==> src/core_defs.svh <==
//**************************************
// Core constants: datapath widths and
// the fixed reset and trap addresses
//**************************************
`ifndef CORE_DEFS_SVH
`define CORE_DEFS_SVH

// Widths fixed by RV32I
`define WORD_W 32   // Data and address width
`define REG_AW 5    // Register index width

// Fixed program counter values
`define RESET_PC 32'h0000_0000   // First fetch after reset
`define TRAP_PC  32'h0000_0100   // Invalid instruction handler

`endif

==> src/design/core_pkg.sv <==
//**************************************
// Core types shared by the pipeline
//**************************************
`include "core_defs.svh"

package core_pkg;

    //**************************************
    // Plain vectors
    //**************************************
    typedef logic [`WORD_W-1:0] word_t;      // Data or address
    typedef logic [31:0]        inst_t;      // Raw instruction word
    typedef logic [`REG_AW-1:0] reg_addr_t;  // Register index

    //**************************************
    // State and select encodings
    //**************************************
    typedef enum logic [2:0] {
        ALU_ADD,     // Also used for address calculation
        ALU_SUB,
        ALU_AND,
        ALU_OR,
        ALU_XOR,
        ALU_PASS_B   // LUI
    } alu_op_t;

    // Where a source operand comes from once the instruction reaches execute
    typedef enum logic [1:0] {
        FWD_RF,  // Register file value read in decode
        FWD_EX,  // Execute-to-memory register
        FWD_MM   // Memory-to-writeback register
    } fwd_sel_t;

    typedef enum logic [1:0] {
        MEM_IDLE,
        MEM_WAIT_ACK,      // req high, waiting for ack
        MEM_WAIT_RELEASE   // req dropped, waiting for ack to fall
    } mem_state_t;

endpackage

==> src/design/cpu.sv <==
//**************************************
// Five-stage RV32I subset core
//**************************************
`timescale 1ns/1ns

module cpu (
    input  logic            clk,
    input  logic            arst_n,
    input  core_pkg::inst_t imem_data,
    input  logic            dmem_ack,
    input  core_pkg::word_t dmem_rdata,
    output core_pkg::word_t imem_addr,
    output logic            dmem_req,
    output logic            dmem_we,
    output core_pkg::word_t dmem_addr,
    output core_pkg::word_t dmem_wdata,
    output core_pkg::word_t retired
);
    import core_pkg::*;

    //**************************************
    // Control between stages
    //**************************************
    logic      stall, mem_busy, branch, trap, flush;
    word_t     target;
    fwd_sel_t  rs1_sel, rs2_sel;

    // Fetch to decode
    logic      if_valid;
    word_t     if_pc;
    inst_t     if_inst;

    // Decode to execute
    logic      id_valid, id_rd_en, id_is_load, id_is_store;
    logic      id_is_branch, id_branch_ne, id_is_jal;
    alu_op_t   id_alu_op;
    word_t     id_a, id_b, id_store_data, id_imm, id_pc;
    reg_addr_t id_rd;

    // Execute to memory
    logic      ex_valid, ex_rd_en, ex_is_load, ex_is_store;
    word_t     ex_result, ex_store_data;
    reg_addr_t ex_rd;

    // Memory to writeback
    logic      mm_valid, mm_rd_en;
    word_t     mm_result;
    reg_addr_t mm_rd;

    // Register file ports
    reg_addr_t rs1_addr, rs2_addr, rd_addr;
    word_t     rs1_data, rs2_data, rd_data;
    logic      rd_en;

    fetch u_fetch (.*);

    decode u_decode (.*);   // Forwards ex_result and mm_result from the stage registers

    hazard u_hazard (.*);

    execute u_execute (.*);

    memory u_memory (.*);

    writeback u_writeback (.*);

    regfile u_regfile (
        .clk      (clk),
        .rs1_addr (rs1_addr),
        .rs2_addr (rs2_addr),
        .rd_en    (rd_en),
        .rd_addr  (rd_addr),
        .rd_data  (rd_data),
        .rs1_data (rs1_data),
        .rs2_data (rs2_data)
    );

endmodule

==> src/design/decode.sv <==
//**************************************
// Decode stage: field decode, immediates,
// operand select, decode-to-execute reg
//**************************************
`timescale 1ns/1ns

module decode (
    input  logic                  clk,
    input  logic                  arst_n,
    input  logic                  stall,
    input  logic                  mem_busy,
    input  logic                  flush,
    input  logic                  if_valid,
    input  core_pkg::word_t       if_pc,
    input  core_pkg::inst_t       if_inst,
    input  core_pkg::fwd_sel_t    rs1_sel,
    input  core_pkg::fwd_sel_t    rs2_sel,
    input  core_pkg::word_t       rs1_data,
    input  core_pkg::word_t       rs2_data,
    input  core_pkg::word_t       ex_result,
    input  core_pkg::word_t       mm_result,
    output core_pkg::reg_addr_t   rs1_addr,
    output core_pkg::reg_addr_t   rs2_addr,
    output logic                  trap,
    output logic                  id_valid,
    output core_pkg::alu_op_t     id_alu_op,
    output core_pkg::word_t       id_a,
    output core_pkg::word_t       id_b,
    output core_pkg::word_t       id_store_data,
    output core_pkg::reg_addr_t   id_rd,
    output logic                  id_rd_en,
    output logic                  id_is_load,
    output logic                  id_is_store,
    output logic                  id_is_branch,
    output logic                  id_branch_ne,
    output logic                  id_is_jal,
    output core_pkg::word_t       id_imm,
    output core_pkg::word_t       id_pc
);
    import core_pkg::*;

    localparam logic [6:0] OP_REG = 7'b0110011;
    localparam logic [6:0] OP_IMM = 7'b0010011;
    localparam logic [6:0] OP_LUI = 7'b0110111;
    localparam logic [6:0] OP_LD  = 7'b0000011;
    localparam logic [6:0] OP_ST  = 7'b0100011;
    localparam logic [6:0] OP_BR  = 7'b1100011;
    localparam logic [6:0] OP_JAL = 7'b1101111;

    logic [6:0] opcode;
    logic [2:0] funct3;
    alu_op_t    alu_op;
    word_t      imm;
    logic       use_rs1, use_rs2, b_imm, rd_en, invalid;
    logic       is_load, is_store, is_branch, is_jal;
    word_t      rs1_q, rs2_q, rs2_fwd;         // Register file values, late forwarded
    fwd_sel_t   rs1_sel_q, rs2_sel_q;
    logic       b_imm_q;

    assign opcode = if_inst[6:0];
    assign funct3 = if_inst[14:12];

    always_comb begin
        alu_op    = ALU_ADD;
        imm       = '0;
        {use_rs1, use_rs2, b_imm, rd_en, invalid} = '0;
        {is_load, is_store, is_branch, is_jal}    = '0;
        case (opcode)
            OP_REG: begin
                {use_rs1, use_rs2, rd_en} = 3'b111;
                case (funct3)
                    3'b000:  alu_op = if_inst[30] ? ALU_SUB : ALU_ADD;
                    3'b100:  alu_op = ALU_XOR;
                    3'b110:  alu_op = ALU_OR;
                    3'b111:  alu_op = ALU_AND;
                    default: invalid = 1'b1;
                endcase
            end
            OP_IMM, OP_LD: begin   // ADDI and LW share the I format
                {use_rs1, b_imm, rd_en} = 3'b111;
                imm     = {{20{if_inst[31]}}, if_inst[31:20]};
                is_load = (opcode == OP_LD);
                invalid = (funct3 != (is_load ? 3'b010 : 3'b000));
            end
            OP_LUI: begin
                {b_imm, rd_en} = 2'b11;
                alu_op = ALU_PASS_B;
                imm    = {if_inst[31:12], 12'b0};
            end
            OP_ST: begin
                {use_rs1, use_rs2, b_imm, is_store} = 4'b1111;
                imm     = {{20{if_inst[31]}}, if_inst[31:25], if_inst[11:7]};
                invalid = (funct3 != 3'b010);
            end
            OP_BR: begin
                {use_rs1, use_rs2, is_branch} = 3'b111;
                imm = {{19{if_inst[31]}}, if_inst[31], if_inst[7], if_inst[30:25],
                       if_inst[11:8], 1'b0};
                invalid = (funct3[2:1] != 2'b00);   // BEQ and BNE only
            end
            OP_JAL: begin
                {is_jal, rd_en} = 2'b11;
                imm = {{11{if_inst[31]}}, if_inst[31], if_inst[19:12], if_inst[20],
                       if_inst[30:21], 1'b0};
            end
            default: invalid = 1'b1;
        endcase
    end

    // Unused sources read as x0 so they never match a producer
    assign rs1_addr = use_rs1 ? if_inst[19:15] : '0;
    assign rs2_addr = use_rs2 ? if_inst[24:20] : '0;
    assign trap     = if_valid && invalid && !flush;   // Wrong path never traps

    //**************************************
    // Decode-to-execute register
    //**************************************
    always_ff @(posedge clk or negedge arst_n) begin
        if (!arst_n) begin
            id_valid <= 1'b0;
        end else if (!mem_busy) begin
            id_valid <= if_valid && !stall && !flush && !invalid;   // Bubble otherwise
        end
    end

    always_ff @(posedge clk) begin
        if (!mem_busy) begin
            id_alu_op    <= alu_op;
            id_imm       <= imm;
            id_pc        <= if_pc;
            id_rd        <= if_inst[11:7];
            id_rd_en     <= rd_en;
            id_is_load   <= is_load;
            id_is_store  <= is_store;
            id_is_branch <= is_branch;
            id_branch_ne <= funct3[0];
            id_is_jal    <= is_jal;
            rs1_q        <= rs1_data;
            rs2_q        <= rs2_data;
            rs1_sel_q    <= rs1_sel;
            rs2_sel_q    <= rs2_sel;
            b_imm_q      <= b_imm;
        end
    end

    // Producers have moved one stage on by the time the operand is used
    assign id_a = (rs1_sel_q == FWD_EX) ? ex_result :
                  (rs1_sel_q == FWD_MM) ? mm_result : rs1_q;
    assign rs2_fwd = (rs2_sel_q == FWD_EX) ? ex_result :
                     (rs2_sel_q == FWD_MM) ? mm_result : rs2_q;
    assign id_b          = b_imm_q ? id_imm : rs2_fwd;
    assign id_store_data = rs2_fwd;

    // An invalid word is dropped from fetch on the next edge
    a_trap_drop : assert property (@(posedge clk) disable iff (!arst_n)
        trap && !mem_busy |-> if_valid ##1 !if_valid);

endmodule

==> src/design/execute.sv <==
//**************************************
// Execute stage: ALU, branch resolve,
// execute-to-memory register
//**************************************
`timescale 1ns/1ns

module execute (
    input  logic                clk,
    input  logic                arst_n,
    input  logic                mem_busy,
    input  logic                id_valid,
    input  core_pkg::alu_op_t   id_alu_op,
    input  core_pkg::word_t     id_a,
    input  core_pkg::word_t     id_b,
    input  core_pkg::word_t     id_store_data,
    input  core_pkg::reg_addr_t id_rd,
    input  logic                id_rd_en,
    input  logic                id_is_load,
    input  logic                id_is_store,
    input  logic                id_is_branch,
    input  logic                id_branch_ne,
    input  logic                id_is_jal,
    input  core_pkg::word_t     id_imm,
    input  core_pkg::word_t     id_pc,
    output logic                branch,
    output core_pkg::word_t     target,
    output logic                flush,
    output logic                ex_valid,
    output core_pkg::word_t     ex_result,
    output core_pkg::word_t     ex_store_data,
    output core_pkg::reg_addr_t ex_rd,
    output logic                ex_rd_en,
    output logic                ex_is_load,
    output logic                ex_is_store
);
    import core_pkg::*;

    word_t alu;

    always_comb begin
        case (id_alu_op)
            ALU_SUB:    alu = id_a - id_b;
            ALU_AND:    alu = id_a & id_b;
            ALU_OR:     alu = id_a | id_b;
            ALU_XOR:    alu = id_a ^ id_b;
            ALU_PASS_B: alu = id_b;
            default:    alu = id_a + id_b;   // ADD, ADDI, load and store address
        endcase
    end

    // BEQ/BNE compare, JAL always taken
    assign branch = id_valid && (id_is_jal || (id_is_branch && ((id_a == id_b) ^ id_branch_ne)));
    assign target = id_pc + id_imm;
    assign flush  = branch;   // Kills fetch and decode registers

    always_ff @(posedge clk or negedge arst_n) begin
        if (!arst_n) begin
            ex_valid <= 1'b0;
        end else if (!mem_busy) begin
            ex_valid <= id_valid;
        end
    end

    always_ff @(posedge clk) begin
        if (!mem_busy) begin
            ex_result     <= id_is_jal ? id_pc + 32'd4 : alu;   // Link value
            ex_store_data <= id_store_data;
            ex_rd         <= id_rd;
            ex_rd_en      <= id_rd_en;
            ex_is_load    <= id_is_load;
            ex_is_store   <= id_is_store;
        end
    end

endmodule

==> src/design/fetch.sv <==
//**************************************
// Fetch stage: PC, code port and the
// fetch-to-decode register
//**************************************
`timescale 1ns/1ns
`include "core_defs.svh"

module fetch (
    input  logic            clk,
    input  logic            arst_n,
    input  logic            stall,       // Load-use hold
    input  logic            mem_busy,    // Whole pipeline frozen
    input  logic            branch,      // Taken branch or jump in execute
    input  core_pkg::word_t target,
    input  logic            trap,        // Invalid instruction in decode
    input  logic            flush,
    input  core_pkg::inst_t imem_data,
    output core_pkg::word_t imem_addr,
    output logic            if_valid,
    output core_pkg::word_t if_pc,
    output core_pkg::inst_t if_inst
);
    import core_pkg::*;

    word_t pc;

    assign imem_addr = pc;   // Code memory answers in the same cycle

    // Next PC, branch wins over trap
    always_ff @(posedge clk or negedge arst_n) begin
        if (!arst_n) begin
            pc       <= `RESET_PC;
            if_valid <= 1'b0;
        end else if (!mem_busy) begin
            if (branch) begin
                pc <= target;
            end else if (trap) begin
                pc <= `TRAP_PC;
            end else if (!stall) begin
                pc <= pc + 32'd4;
            end
            if (flush || trap) begin
                if_valid <= 1'b0;   // Drop wrong-path or invalid word
            end else if (!stall) begin
                if_valid <= 1'b1;
            end
        end
    end

    always_ff @(posedge clk) begin
        if (!mem_busy && !stall) begin
            if_pc   <= pc;
            if_inst <= imem_data;
        end
    end

    // Decode suppresses trap behind a taken branch
    a_branch_trap : assert property (@(posedge clk) disable iff (!arst_n)
        !(branch && trap));

endmodule

==> src/design/hazard.sv <==
//**************************************
// Load-use stall and forwarding selects
//**************************************
`timescale 1ns/1ns

module hazard (
    input  core_pkg::reg_addr_t rs1_addr,
    input  core_pkg::reg_addr_t rs2_addr,
    input  logic                if_valid,
    input  logic                id_valid,    // Instruction in execute
    input  core_pkg::reg_addr_t id_rd,
    input  logic                id_rd_en,
    input  logic                id_is_load,
    input  logic                ex_valid,    // Instruction in memory
    input  core_pkg::reg_addr_t ex_rd,
    input  logic                ex_rd_en,
    output logic                stall,
    output core_pkg::fwd_sel_t  rs1_sel,
    output core_pkg::fwd_sel_t  rs2_sel
);
    import core_pkg::*;

    logic id_wr, ex_wr;   // Stage will write a nonzero register

    assign id_wr = id_valid && id_rd_en && (id_rd != '0);
    assign ex_wr = ex_valid && ex_rd_en && (ex_rd != '0);

    // Load result is not ready until it leaves memory
    assign stall = if_valid && id_wr && id_is_load &&
                   ((id_rd == rs1_addr) || (id_rd == rs2_addr));

    // Youngest producer first, register file covers writeback
    always_comb begin
        rs1_sel = FWD_RF;
        rs2_sel = FWD_RF;
        if (id_wr && id_rd == rs1_addr) begin
            rs1_sel = FWD_EX;
        end else if (ex_wr && ex_rd == rs1_addr) begin
            rs1_sel = FWD_MM;
        end
        if (id_wr && id_rd == rs2_addr) begin
            rs2_sel = FWD_EX;
        end else if (ex_wr && ex_rd == rs2_addr) begin
            rs2_sel = FWD_MM;
        end
    end

endmodule

==> src/design/memory.sv <==
//**************************************
// Memory stage: four-phase data master,
// memory-to-writeback register
//**************************************
`timescale 1ns/1ns

module memory (
    input  logic                clk,
    input  logic                arst_n,
    input  logic                ex_valid,
    input  core_pkg::word_t     ex_result,
    input  core_pkg::word_t     ex_store_data,
    input  core_pkg::reg_addr_t ex_rd,
    input  logic                ex_rd_en,
    input  logic                ex_is_load,
    input  logic                ex_is_store,
    input  logic                dmem_ack,
    input  core_pkg::word_t     dmem_rdata,
    output logic                mem_busy,
    output logic                dmem_req,
    output logic                dmem_we,
    output core_pkg::word_t     dmem_addr,
    output core_pkg::word_t     dmem_wdata,
    output logic                mm_valid,
    output core_pkg::word_t     mm_result,
    output core_pkg::reg_addr_t mm_rd,
    output logic                mm_rd_en
);
    import core_pkg::*;

    mem_state_t state;
    word_t      rdata_q;   // Load data taken at ack
    logic       mem_op;

    assign mem_op   = ex_valid && (ex_is_load || ex_is_store);
    // Access is done in the cycle where ack has fallen
    assign mem_busy = mem_op && !(state == MEM_WAIT_RELEASE && !dmem_ack);

    //**************************************
    // Handshake FSM
    //**************************************
    always_ff @(posedge clk or negedge arst_n) begin
        if (!arst_n) begin
            state    <= MEM_IDLE;
            dmem_req <= 1'b0;
            dmem_we  <= 1'b0;
        end else begin
            case (state)
                MEM_IDLE: if (mem_op) begin
                    dmem_req <= 1'b1;
                    dmem_we  <= ex_is_store;
                    state    <= MEM_WAIT_ACK;
                end
                MEM_WAIT_ACK: if (dmem_ack) begin
                    dmem_req <= 1'b0;
                    state    <= MEM_WAIT_RELEASE;
                end
                default: if (!dmem_ack) begin
                    dmem_we <= 1'b0;
                    state   <= MEM_IDLE;
                end
            endcase
        end
    end

    always_ff @(posedge clk) begin
        if (state == MEM_IDLE) begin
            dmem_addr  <= ex_result;        // Held stable for the whole access
            dmem_wdata <= ex_store_data;
        end
        if (state == MEM_WAIT_ACK && dmem_ack) begin
            rdata_q <= dmem_rdata;
        end
    end

    //**************************************
    // Memory-to-writeback register
    //**************************************
    always_ff @(posedge clk or negedge arst_n) begin
        if (!arst_n) begin
            mm_valid <= 1'b0;
        end else begin
            mm_valid <= ex_valid && !mem_busy;   // Bubble while the access runs
        end
    end

    // Payload held while stalled so decode can still forward from it
    always_ff @(posedge clk) begin
        if (!mem_busy) begin
            mm_result <= ex_is_load ? rdata_q : ex_result;
            mm_rd     <= ex_rd;
            mm_rd_en  <= ex_rd_en;
        end
    end

    // Request only rises from an edge where ack was seen low
    a_req_ack : assert property (@(posedge clk) disable iff (!arst_n)
        $rose(dmem_req) |-> !$past(dmem_ack));

endmodule

==> src/design/regfile.sv <==
//**************************************
// Register file, 2 read and 1 write port
//**************************************
`timescale 1ns/1ns
`include "core_defs.svh"

module regfile (
    input  logic               clk,
    input  logic [`REG_AW-1:0] rs1_addr,
    input  logic [`REG_AW-1:0] rs2_addr,
    input  logic               rd_en,
    input  logic [`REG_AW-1:0] rd_addr,
    input  logic [`WORD_W-1:0] rd_data,
    output logic [`WORD_W-1:0] rs1_data,
    output logic [`WORD_W-1:0] rs2_data
);
    logic [`WORD_W-1:0] regs [2**`REG_AW];   // Architectural registers x0 to x31

    always_ff @(posedge clk) begin
        if (rd_en) begin
            regs[rd_addr] <= rd_data;
        end
    end

    // x0 reads as zero and a same-cycle write is seen at once
    assign rs1_data = (rs1_addr == '0) ? '0 :
                      (rd_en && rd_addr == rs1_addr) ? rd_data : regs[rs1_addr];
    assign rs2_data = (rs2_addr == '0) ? '0 :
                      (rd_en && rd_addr == rs2_addr) ? rd_data : regs[rs2_addr];

endmodule

==> src/design/writeback.sv <==
//**************************************
// Writeback: register write, retire count
//**************************************
`timescale 1ns/1ns

module writeback (
    input  logic                clk,
    input  logic                arst_n,
    input  logic                mm_valid,
    input  core_pkg::word_t     mm_result,
    input  core_pkg::reg_addr_t mm_rd,
    input  logic                mm_rd_en,
    output logic                rd_en,
    output core_pkg::reg_addr_t rd_addr,
    output core_pkg::word_t     rd_data,
    output core_pkg::word_t     retired
);
    import core_pkg::*;

    word_t count;   // Stores count too, they arrive with rd_en low

    assign rd_en   = mm_valid && mm_rd_en;
    assign rd_addr = mm_rd;
    assign rd_data = mm_result;
    assign retired = count;

    always_ff @(posedge clk or negedge arst_n) begin
        if (!arst_n) begin
            count <= '0;
        end else if (mm_valid) begin
            count <= count + 32'd1;
        end
    end

endmodule

==> config.mk <==
export PLATFORM = sky130hd
export DESIGN_NAME = cpu
export DESIGN_NICKNAME = d
export VERILOG_FILES = /design/src/design/core_pkg.sv /design/src/design/cpu.sv /design/src/design/decode.sv /design/src/design/execute.sv /design/src/design/fetch.sv /design/src/design/hazard.sv /design/src/design/memory.sv /design/src/design/regfile.sv /design/src/design/writeback.sv
export VERILOG_INCLUDE_DIRS = /design/src
export SDC_FILE = /design/constraint.sdc
export NUM_CORES = 2
export LEC_CHECK = 0
export BUFFER_PORTS_ARGS = -buffer_cell sky130_fd_sc_hd__buf_2
export CAP_MARGIN = 20
export CORE_ASPECT_RATIO = 0.6
export CORE_MARGIN = 3
export CORE_UTILIZATION = 30
export DETAILED_ROUTE_END_ITERATION = 10
export PLACE_DENSITY_LB_ADDON = 0.12
export SETUP_SLACK_MARGIN = 0.5
export SLEW_MARGIN = 40
export SYNTH_ARGS = -nofsm -noshare
export SYNTH_HDL_FRONTEND = slang
export SYNTH_SLANG_ARGS = --single-unit
==> constraint.sdc <==
create_clock -name clk -period 9.65 [get_ports clk]
set_input_delay 0.4825 -clock clk [delete_from_list [all_inputs] [get_ports clk]]
set_output_delay 0.4825 -clock clk [all_outputs]
set_load 0.005 [all_outputs]
# After elaboration in Yosys (flattened, before gate mapping)
# Memory sizes are Yosys's and may differ from the RTL's. A register that Yosys moved wholly into a read port is not among the register bits.
# Index checks and enable logic that the tools add are counted.
[classes]
add_sub_neg = 6
n_eq_ne = 34
mux = 43
bitwise_logic = 6
n_reduce_logical = 57
[op_table]
columns = ["cell", "n"]
rows = [
  ["2-to-1 mux 32 bit", 10],
  ["one-hot mux 32 bit (5 select lines)", 2],
  ["adder 32 x 3 -> 32 bit, second input constant", 2],
  ["adder 32 bit", 2],
  ["adder 32 x 1 -> 32 bit, second input constant", 1],
  ["AND 32 bit", 1],
  ["== test 32 bit", 1],
  ["OR 32 bit", 1],
  ["subtractor 32 bit", 1],
  ["XOR 32 bit", 1],
  ["logical AND 1 bit", 25],
  ["== test 7 x 6 -> 1 bit, second input constant", 3],
  ["== test 5 bit", 4],
  ["2-to-1 mux 1 bit", 17],
  ["== test 3 bit, second input constant", 5],
  ["== test 7 bit, second input constant", 2],
  ["2-to-1 mux 2 bit", 6],
  ["one-hot mux 3 bit (4 select lines)", 1],
  ["zero test 5 bit", 2],
  ["2-to-1 mux 5 bit", 2],
  ["nonzero test 5 bit", 2],
  ["OR reduction 5 bit", 2],
  ["AND reduction 3 bit", 3],
  ["zero test 1 bit", 8],
  ["26 further kinds", 42],
]
[totals]
regBits = 425
ram_bits = 1024
input_bits = 67
out_inout_bits = 130
wordCells = 183
memories = 1
[mem_list]
columns = ["name", "words", "word_bits", "rd", "rd_clocked_by_memory_dff", "wr", "line", "rtl"]
rows = [
  ["u_regfile.regs", 32, 32, 2, 2, 1, "regfile.sv:17", "logic [`WORD_W-1:0] regs [2**`REG_AW];"],
]

# Longest topological paths before layout
[logic_depth]
word_depth = 14
ltp_mapped = 22
mapped_depth_nobuf = 17

# Cells and area by module
# From an unflattened synthesis, not the netlist that was laid out.
[unflattened]
hier_cells = 5131
area_unflattened_um2 = 76123.0
[by_module_without_submodules]
columns = ["mod", "instances", "cells_per_inst", "area_per_inst_um2", "seq_area_each_um2"]
rows = [
  ["regfile", 1, 2543, 47709.5, 30749.5],
  ["execute", 1, 1276, 9919.5, 2187.1],
  ["decode", 1, 599, 7614.8, 4439.3],
  ["memory", 1, 193, 4787.1, 4149.0],
  ["fetch", 1, 319, 4041.4, 2747.6],
  ["writeback", 1, 163, 1740.4, 800.8],
  ["hazard", 1, 38, 310.3, 0.0],
]

# Worst setup path before layout
# OpenSTA, ideal clock, no wires.
[synth_timing]
path_kind = "register to register"
startpoint = "register u_execute.ex_is_load"
endpoint = "register u_fetch.pc[0], in the netlist u_fetch.imem_addr[0]"
t_arrival_ns = 7.210
required_time_ns = 9.524
slack_ns = 2.314
stages_incl_launch_ff = 7
cell_sequence = "edfxtp_1 > clkbuf_1 > o21ai_0 > nor2_1 > inv_1 > nand2_1 > a22o_1"
[synth_between]
elab_chain_len = 5
[synth_rtl]
columns = ["item", "line", "rtl"]
rows = [
  ["start, declared", "execute.sv:33", "output logic ex_is_load,"],
  ["start signal, assigned", "execute.sv:70", "ex_is_load <= id_is_load;"],
  ["logical OR 1 bit", "memory.sv:35", "assign mem_op = ex_valid && (ex_is_load || ex_is_store);"],
  ["logical AND 1 bit", "memory.sv:35", ""],
  ["logical AND 1 bit", "memory.sv:37", "assign mem_busy = mem_op && !(state == MEM_WAIT_RELEASE && !dmem_ack);"],
  ["NOT 1 bit (no source line)", "--", ""],
  ["AND reduction 2 bit (no source line)", "--", ""],
  ["end signal, assigned", "fetch.sv:36", "pc <= target;"],
  ["end signal, assigned", "fetch.sv:38", "pc <= `TRAP_PC;"],
  ["end signal, assigned", "fetch.sv:40", "pc <= pc + 32'd4;"],
  ["end, declared", "fetch.sv:25", "word_t pc;"],
]
# No other way between the ends.
# A chain may end at the register's enable or synchronous reset.

# Worst setup path after layout
[layout_timing]
startpoint = "register u_decode.rs2_sel_q[1]"
endpoint = "register u_fetch.pc[10], in the netlist u_fetch.imem_addr[10]"
[layout_between]
elab_chain_len = 13
[layout_rtl]
columns = ["item", "line", "rtl"]
rows = [
  ["start, declared", "decode.sv:57", "fwd_sel_t rs1_sel_q, rs2_sel_q;"],
  ["start signal, assigned", "decode.sv:141", "rs2_sel_q <= rs2_sel;"],
  ["== test 2 bit", "decode.sv:150", "(rs2_sel_q == FWD_MM) ? mm_result : rs2_q;"],
  ["2-to-1 mux 32 bit", "decode.sv:150", ""],
  ["2-to-1 mux 32 bit (*)", "decode.sv:149", "assign rs2_fwd = (rs2_sel_q == FWD_EX) ? ex_result :"],
  ["2-to-1 mux 32 bit (*)", "decode.sv:151", "assign id_b = b_imm_q ? id_imm : rs2_fwd;"],
  ["== test 32 bit (*)", "execute.sv:52", "assign branch = id_valid && (id_is_jal || (id_is_branch && ((id_a == id_b) ^ id_branch_ne)));"],
  ["XOR 1 bit (*)", "execute.sv:52", ""],
  ["logical AND 1 bit (*)", "execute.sv:52", ""],
  ["logical OR 1 bit (*)", "execute.sv:52", ""],
  ["logical AND 1 bit (*)", "execute.sv:52", ""],
  ["zero test 1 bit", "decode.sv:113", "assign trap = if_valid && invalid && !flush;"],
  ["logical AND 1 bit", "decode.sv:113", ""],
  ["!= test 3 bit (no source line) / 2-to-1 mux 32 bit (equally long branches)", "--", ""],
  ["AND reduction 2 bit (no source line) / 2-to-1 mux 32 bit (equally long branches)", "--", ""],
  ["end signal, assigned", "fetch.sv:32", "pc <= `RESET_PC;"],
  ["end signal, assigned", "fetch.sv:36", ""],
  ["end signal, assigned", "fetch.sv:38", ""],
]
# Every way passes the cells marked *; elsewhere a longest branch is shown, timed or not.

==> qor.txt <==
clock tree from TritonCTS: built
Pins Over Slew Limit: 0
Cells after Synth: 6607
MaxCap Viol Count: 0
sum of net half-perimeters after detailed placement: 220000 µm
global-route wire length before repair: 477000 µm
slew margin rel.: 0.297
Hold Crit Class: primary input to async pin
sequential cell fraction of total power: 0.511
average cell area after synthesis: 11.4 µm²
Worst Path Class, Setup: flip-flop to flip-flop
Register-to-Register Setup Slack: 2.13 ns
sequential-to-total area share from yosys stat: 0.600
vias in the first global route: 56699
share of synthesized registers carrying an async set or reset: 0.0476
Synth top area share: 0.576
Switching Power: 3.49 mW
dominant register cell in the synthesized netlist: sky130_fd_sc_hd__edfxtp_1
post-route fraction of the period consumed by the critical path: 0.780
Yosys Warn Count: 0
antenna violation net count after detailed routing: 0
clock input transition at the sequential cells of the worst setup and hold paths: 0.07 ns
count of instances resized after the clock tree is built: 0
top cells by area, synth: sky130_fd_sc_hd__edfxtp_1, sky130_fd_sc_hd__nand2_1, sky130_fd_sc_hd__o221ai_1, sky130_fd_sc_hd__a31oi_1, sky130_fd_sc_hd__dfrtp_1
proportion of total power due to net switching: 0.240
final instance area: 86300 µm²
vias post-DR: 61615
highest cell delay on the worst timing path: 0.96 ns
Synthesized Nets: 6806
Total Neg Setup Slack: 0 ns
via-per-instance ratio: 6.08
antenna violations before repair: 34
Leak: 30.9 nW
cell type with the highest aggregate area in the netlist: sky130_fd_sc_hd__edfxtp_1
number of remaining DRC errors: 0
Final Setup Violations: 0
most repeated cell in the gate-level netlist after synthesis: sky130_fd_sc_hd__edfxtp_1
Comb pwr share: 0.063
CTS Sinks: 1513
# port buffers: 196
placeable core region: 248000 µm²
critical-path maximum fanout: 52
RSZ-0062 raised after global routing: no
cell chain of the critical path: buf_6 > buf_4 > mux2_2 > o21ai_0 > nor2_1 > a21oi_1 > ha_1 > nand4_1 > nor4_1 > nand4_1 > xor2_1 > o21a_1 > o21a_1 > nor2_1 > nor2_2 > buf_4 > o21ai_0 > o21ai_0
count of final hold-check violations: 0
Worst Setup End Kind: flip-flop
most instantiated cells after synthesis: sky130_fd_sc_hd__edfxtp_1, sky130_fd_sc_hd__nand2_1, sky130_fd_sc_hd__o221ai_1, sky130_fd_sc_hd__clkbuf_1, sky130_fd_sc_hd__a21oi_1
clk_skew: 0.0467 ns
Placed Instance Area: 80600 µm²
die area: 257000 µm²
required time at the endpoint of the critical path: 10.39 ns
number of flip-flops and latches in the synthesized netlist: 1513
Wirelength per Cell: 34.5 µm
starting density of the core: 0.303
element type at the critical path start: flip-flop
Post-Layout Cell Count: 10136
run status: finished clean
slowest cell on the critical path: sky130_fd_sc_hd__nor4_1
clock group share of total power: 0.426
H-tree lvl count: 4
final RePlAce weighted congestion: 0.955
cell area after synthesis: 75200 µm²
worst ir drop on vdd: 0.122 mV
number of enable-type register cells in the synthesized netlist: 1441
aggregate routed wire length: 350000 µm
post-layout utilization of the core: 0.349
number of buffers created by CTS: 158
count of TritonRoute iterations in the first routing pass: 6
Die W: 652 µm
cell type with the highest occurrence count on the critical path: sky130_fd_sc_hd__o21ai_0
root cell of the clock tree: sky130_fd_sc_hd__clkbuf_16
total routing usage reported by global routing: 0.262
Congestion Overflow GR: 0
Data arrival, critical path: 8.27 ns
pin count of the biggest net entering global routing: 116
die span in y: 394 µm
Worst Max-Slew Pin Slew: 1.04 ns
total power divided by cell area: 168 nW/µm²
IO Pins: 197
number of distinct library cells after synthesis: 91
number of rows in the core area: 141
clock period minus final worst setup slack: 7.52 ns
maximum clock insertion buffer count: 4
total number of nets in the final design: 6927
clock latency of the later-clocked register in the worst-skew pair: 0.85 ns
total chip power: 14.5 mW
cell internal power dissipation: 11.0 mW
dpl cells: 9788
highest achievable clock rate: 133 MHz
Syn-to-layout area delta: 14.9%
DRC marker count from the first detailed-route iteration: 10395
layout cells sized above 1: 0.127
[layout make-up]
class / count / area (µm²)
Clock inverter: 70 / 693
Fill cell: 24308 / 161000
Timing Repair Buffer: 471 / 3610
Sequential cell: 1513 / 45100
Clock buffer: 204 / 4240
Tap cell: 3289 / 4120
Inverter: 151 / 574
Multi-Input combinational cell: 4433 / 28000
Antenna cell: 5 / 12.5
[flip-flops by register name (all words and copies together) (netlist names), 2 cells and up]
name                     cells
u_memory.mm_rd               5
u_execute.ex_store_data     32
u_execute.ex_rd              5
u_fetch.imem_addr           32
u_decode.id_rd               5
u_fetch.if_inst             32
u_memory.mm_result          32
u_decode.rs1_sel_q           2
u_fetch.if_pc               32
u_memory.state               2
u_memory.dmem_wdata         32
u_writeback.retired         32
u_memory.dmem_addr          32
u_decode.rs1_q              32
u_decode.id_pc              32
u_regfile.regs            1024
u_decode.rs2_q              32
u_decode.rs2_sel_q           2
u_decode.id_imm             32
u_execute.ex_result         32
u_memory.rdata_q            32
u_decode.id_alu_op           3
[cell usage in the layout, fill, tap and decap left out, drive strengths merged, types with 72 or more instances in the layout]
cell type / n
a21oi: 332
a31oi: 327
buf: 405
clkbuf: 204
dfrtp: 72
edfxtp: 1441
ha: 129
inv: 154
mux2: 140
mux2i: 134
nand2: 1258
nand3: 179
nor2: 232
nor3: 89
o21ai: 237
o221ai: 339
o22ai: 113
xnor2: 74
[layer usage]
layer	track usage	up-vias	share of wire
met5	0	-	0.00035
met4	0.0565	18	0.022
met3	0.0849	441	0.13
met2	0.331	4043	0.37
met1	0.420	31516	0.48
li1	-	25597	-
[worst max-delay path: cells and delay by family (launching register included)]
kind	cells	cell delay (ns)
buf+inv	3	1.10
mux	1	0.35
compound gates	6	2.05
flops	1	0.34
simple gates	6	2.63
fa+ha+maj	1	0.45
xor+xnor	1	0.35
[worst paths after layout]
path | from | end | depth (start not counted)
setup / recovery | u_decode.rs2_sel_q[1] | u_fetch.imem_addr[10] | 18
hold / removal | arst_n | u_fetch.imem_addr[11] | 2
min in group clk | dmem_rdata[0] | u_memory.rdata_q[0] | 2
setup reg to reg | u_decode.rs2_sel_q[1] | u_fetch.imem_addr[10] | 18
max in group asynchronous | arst_n | u_writeback.retired[20] | 3
hold reg to reg | u_execute.ex_store_data[19] | u_memory.dmem_wdata[19] | 0
[through the flow]
step | hold WS [ns] | setup slack [ns]
final | 0.184 | 2.13
after global routing | 0.163 | 2.00
after CTS | 0.119 | 2.24
after detailed placement | 0.388 | 2.27
after global placement | 0.390 | 2.37
after floorplan | 0.187 | 2.31
[timing repair]
action | in CTS | in global routing
setup buffers | 0 | 0
hold buffers | 66 | 0
endpoints found under the hold margin | 84 | 0
[logic make-up after synthesis]
group,after synthesis,synth area share
simple gates,2082,0.122
compound gates,1819,0.167
flops,1513,0.600
buf+inv,661,0.0356
mux,274,0.0388
fa+ha+maj,132,0.0223
xor+xnor,126,0.0147
[power groups by stage]
stage | Combinational, mW | Sequential, mW | Clock (mW)
after CTS | 0.887 | 7.42 | 6.28
final | 0.911 | 7.43 | 6.19
after global placement | 0.845 | 7.57 | 0
after floorplan | 0.413 | 7.55 | 0
after global routing | 0.964 | 7.43 | 6.56
after detailed placement | 0.861 | 7.56 | 0
Power figures use the tool's default switching activity.
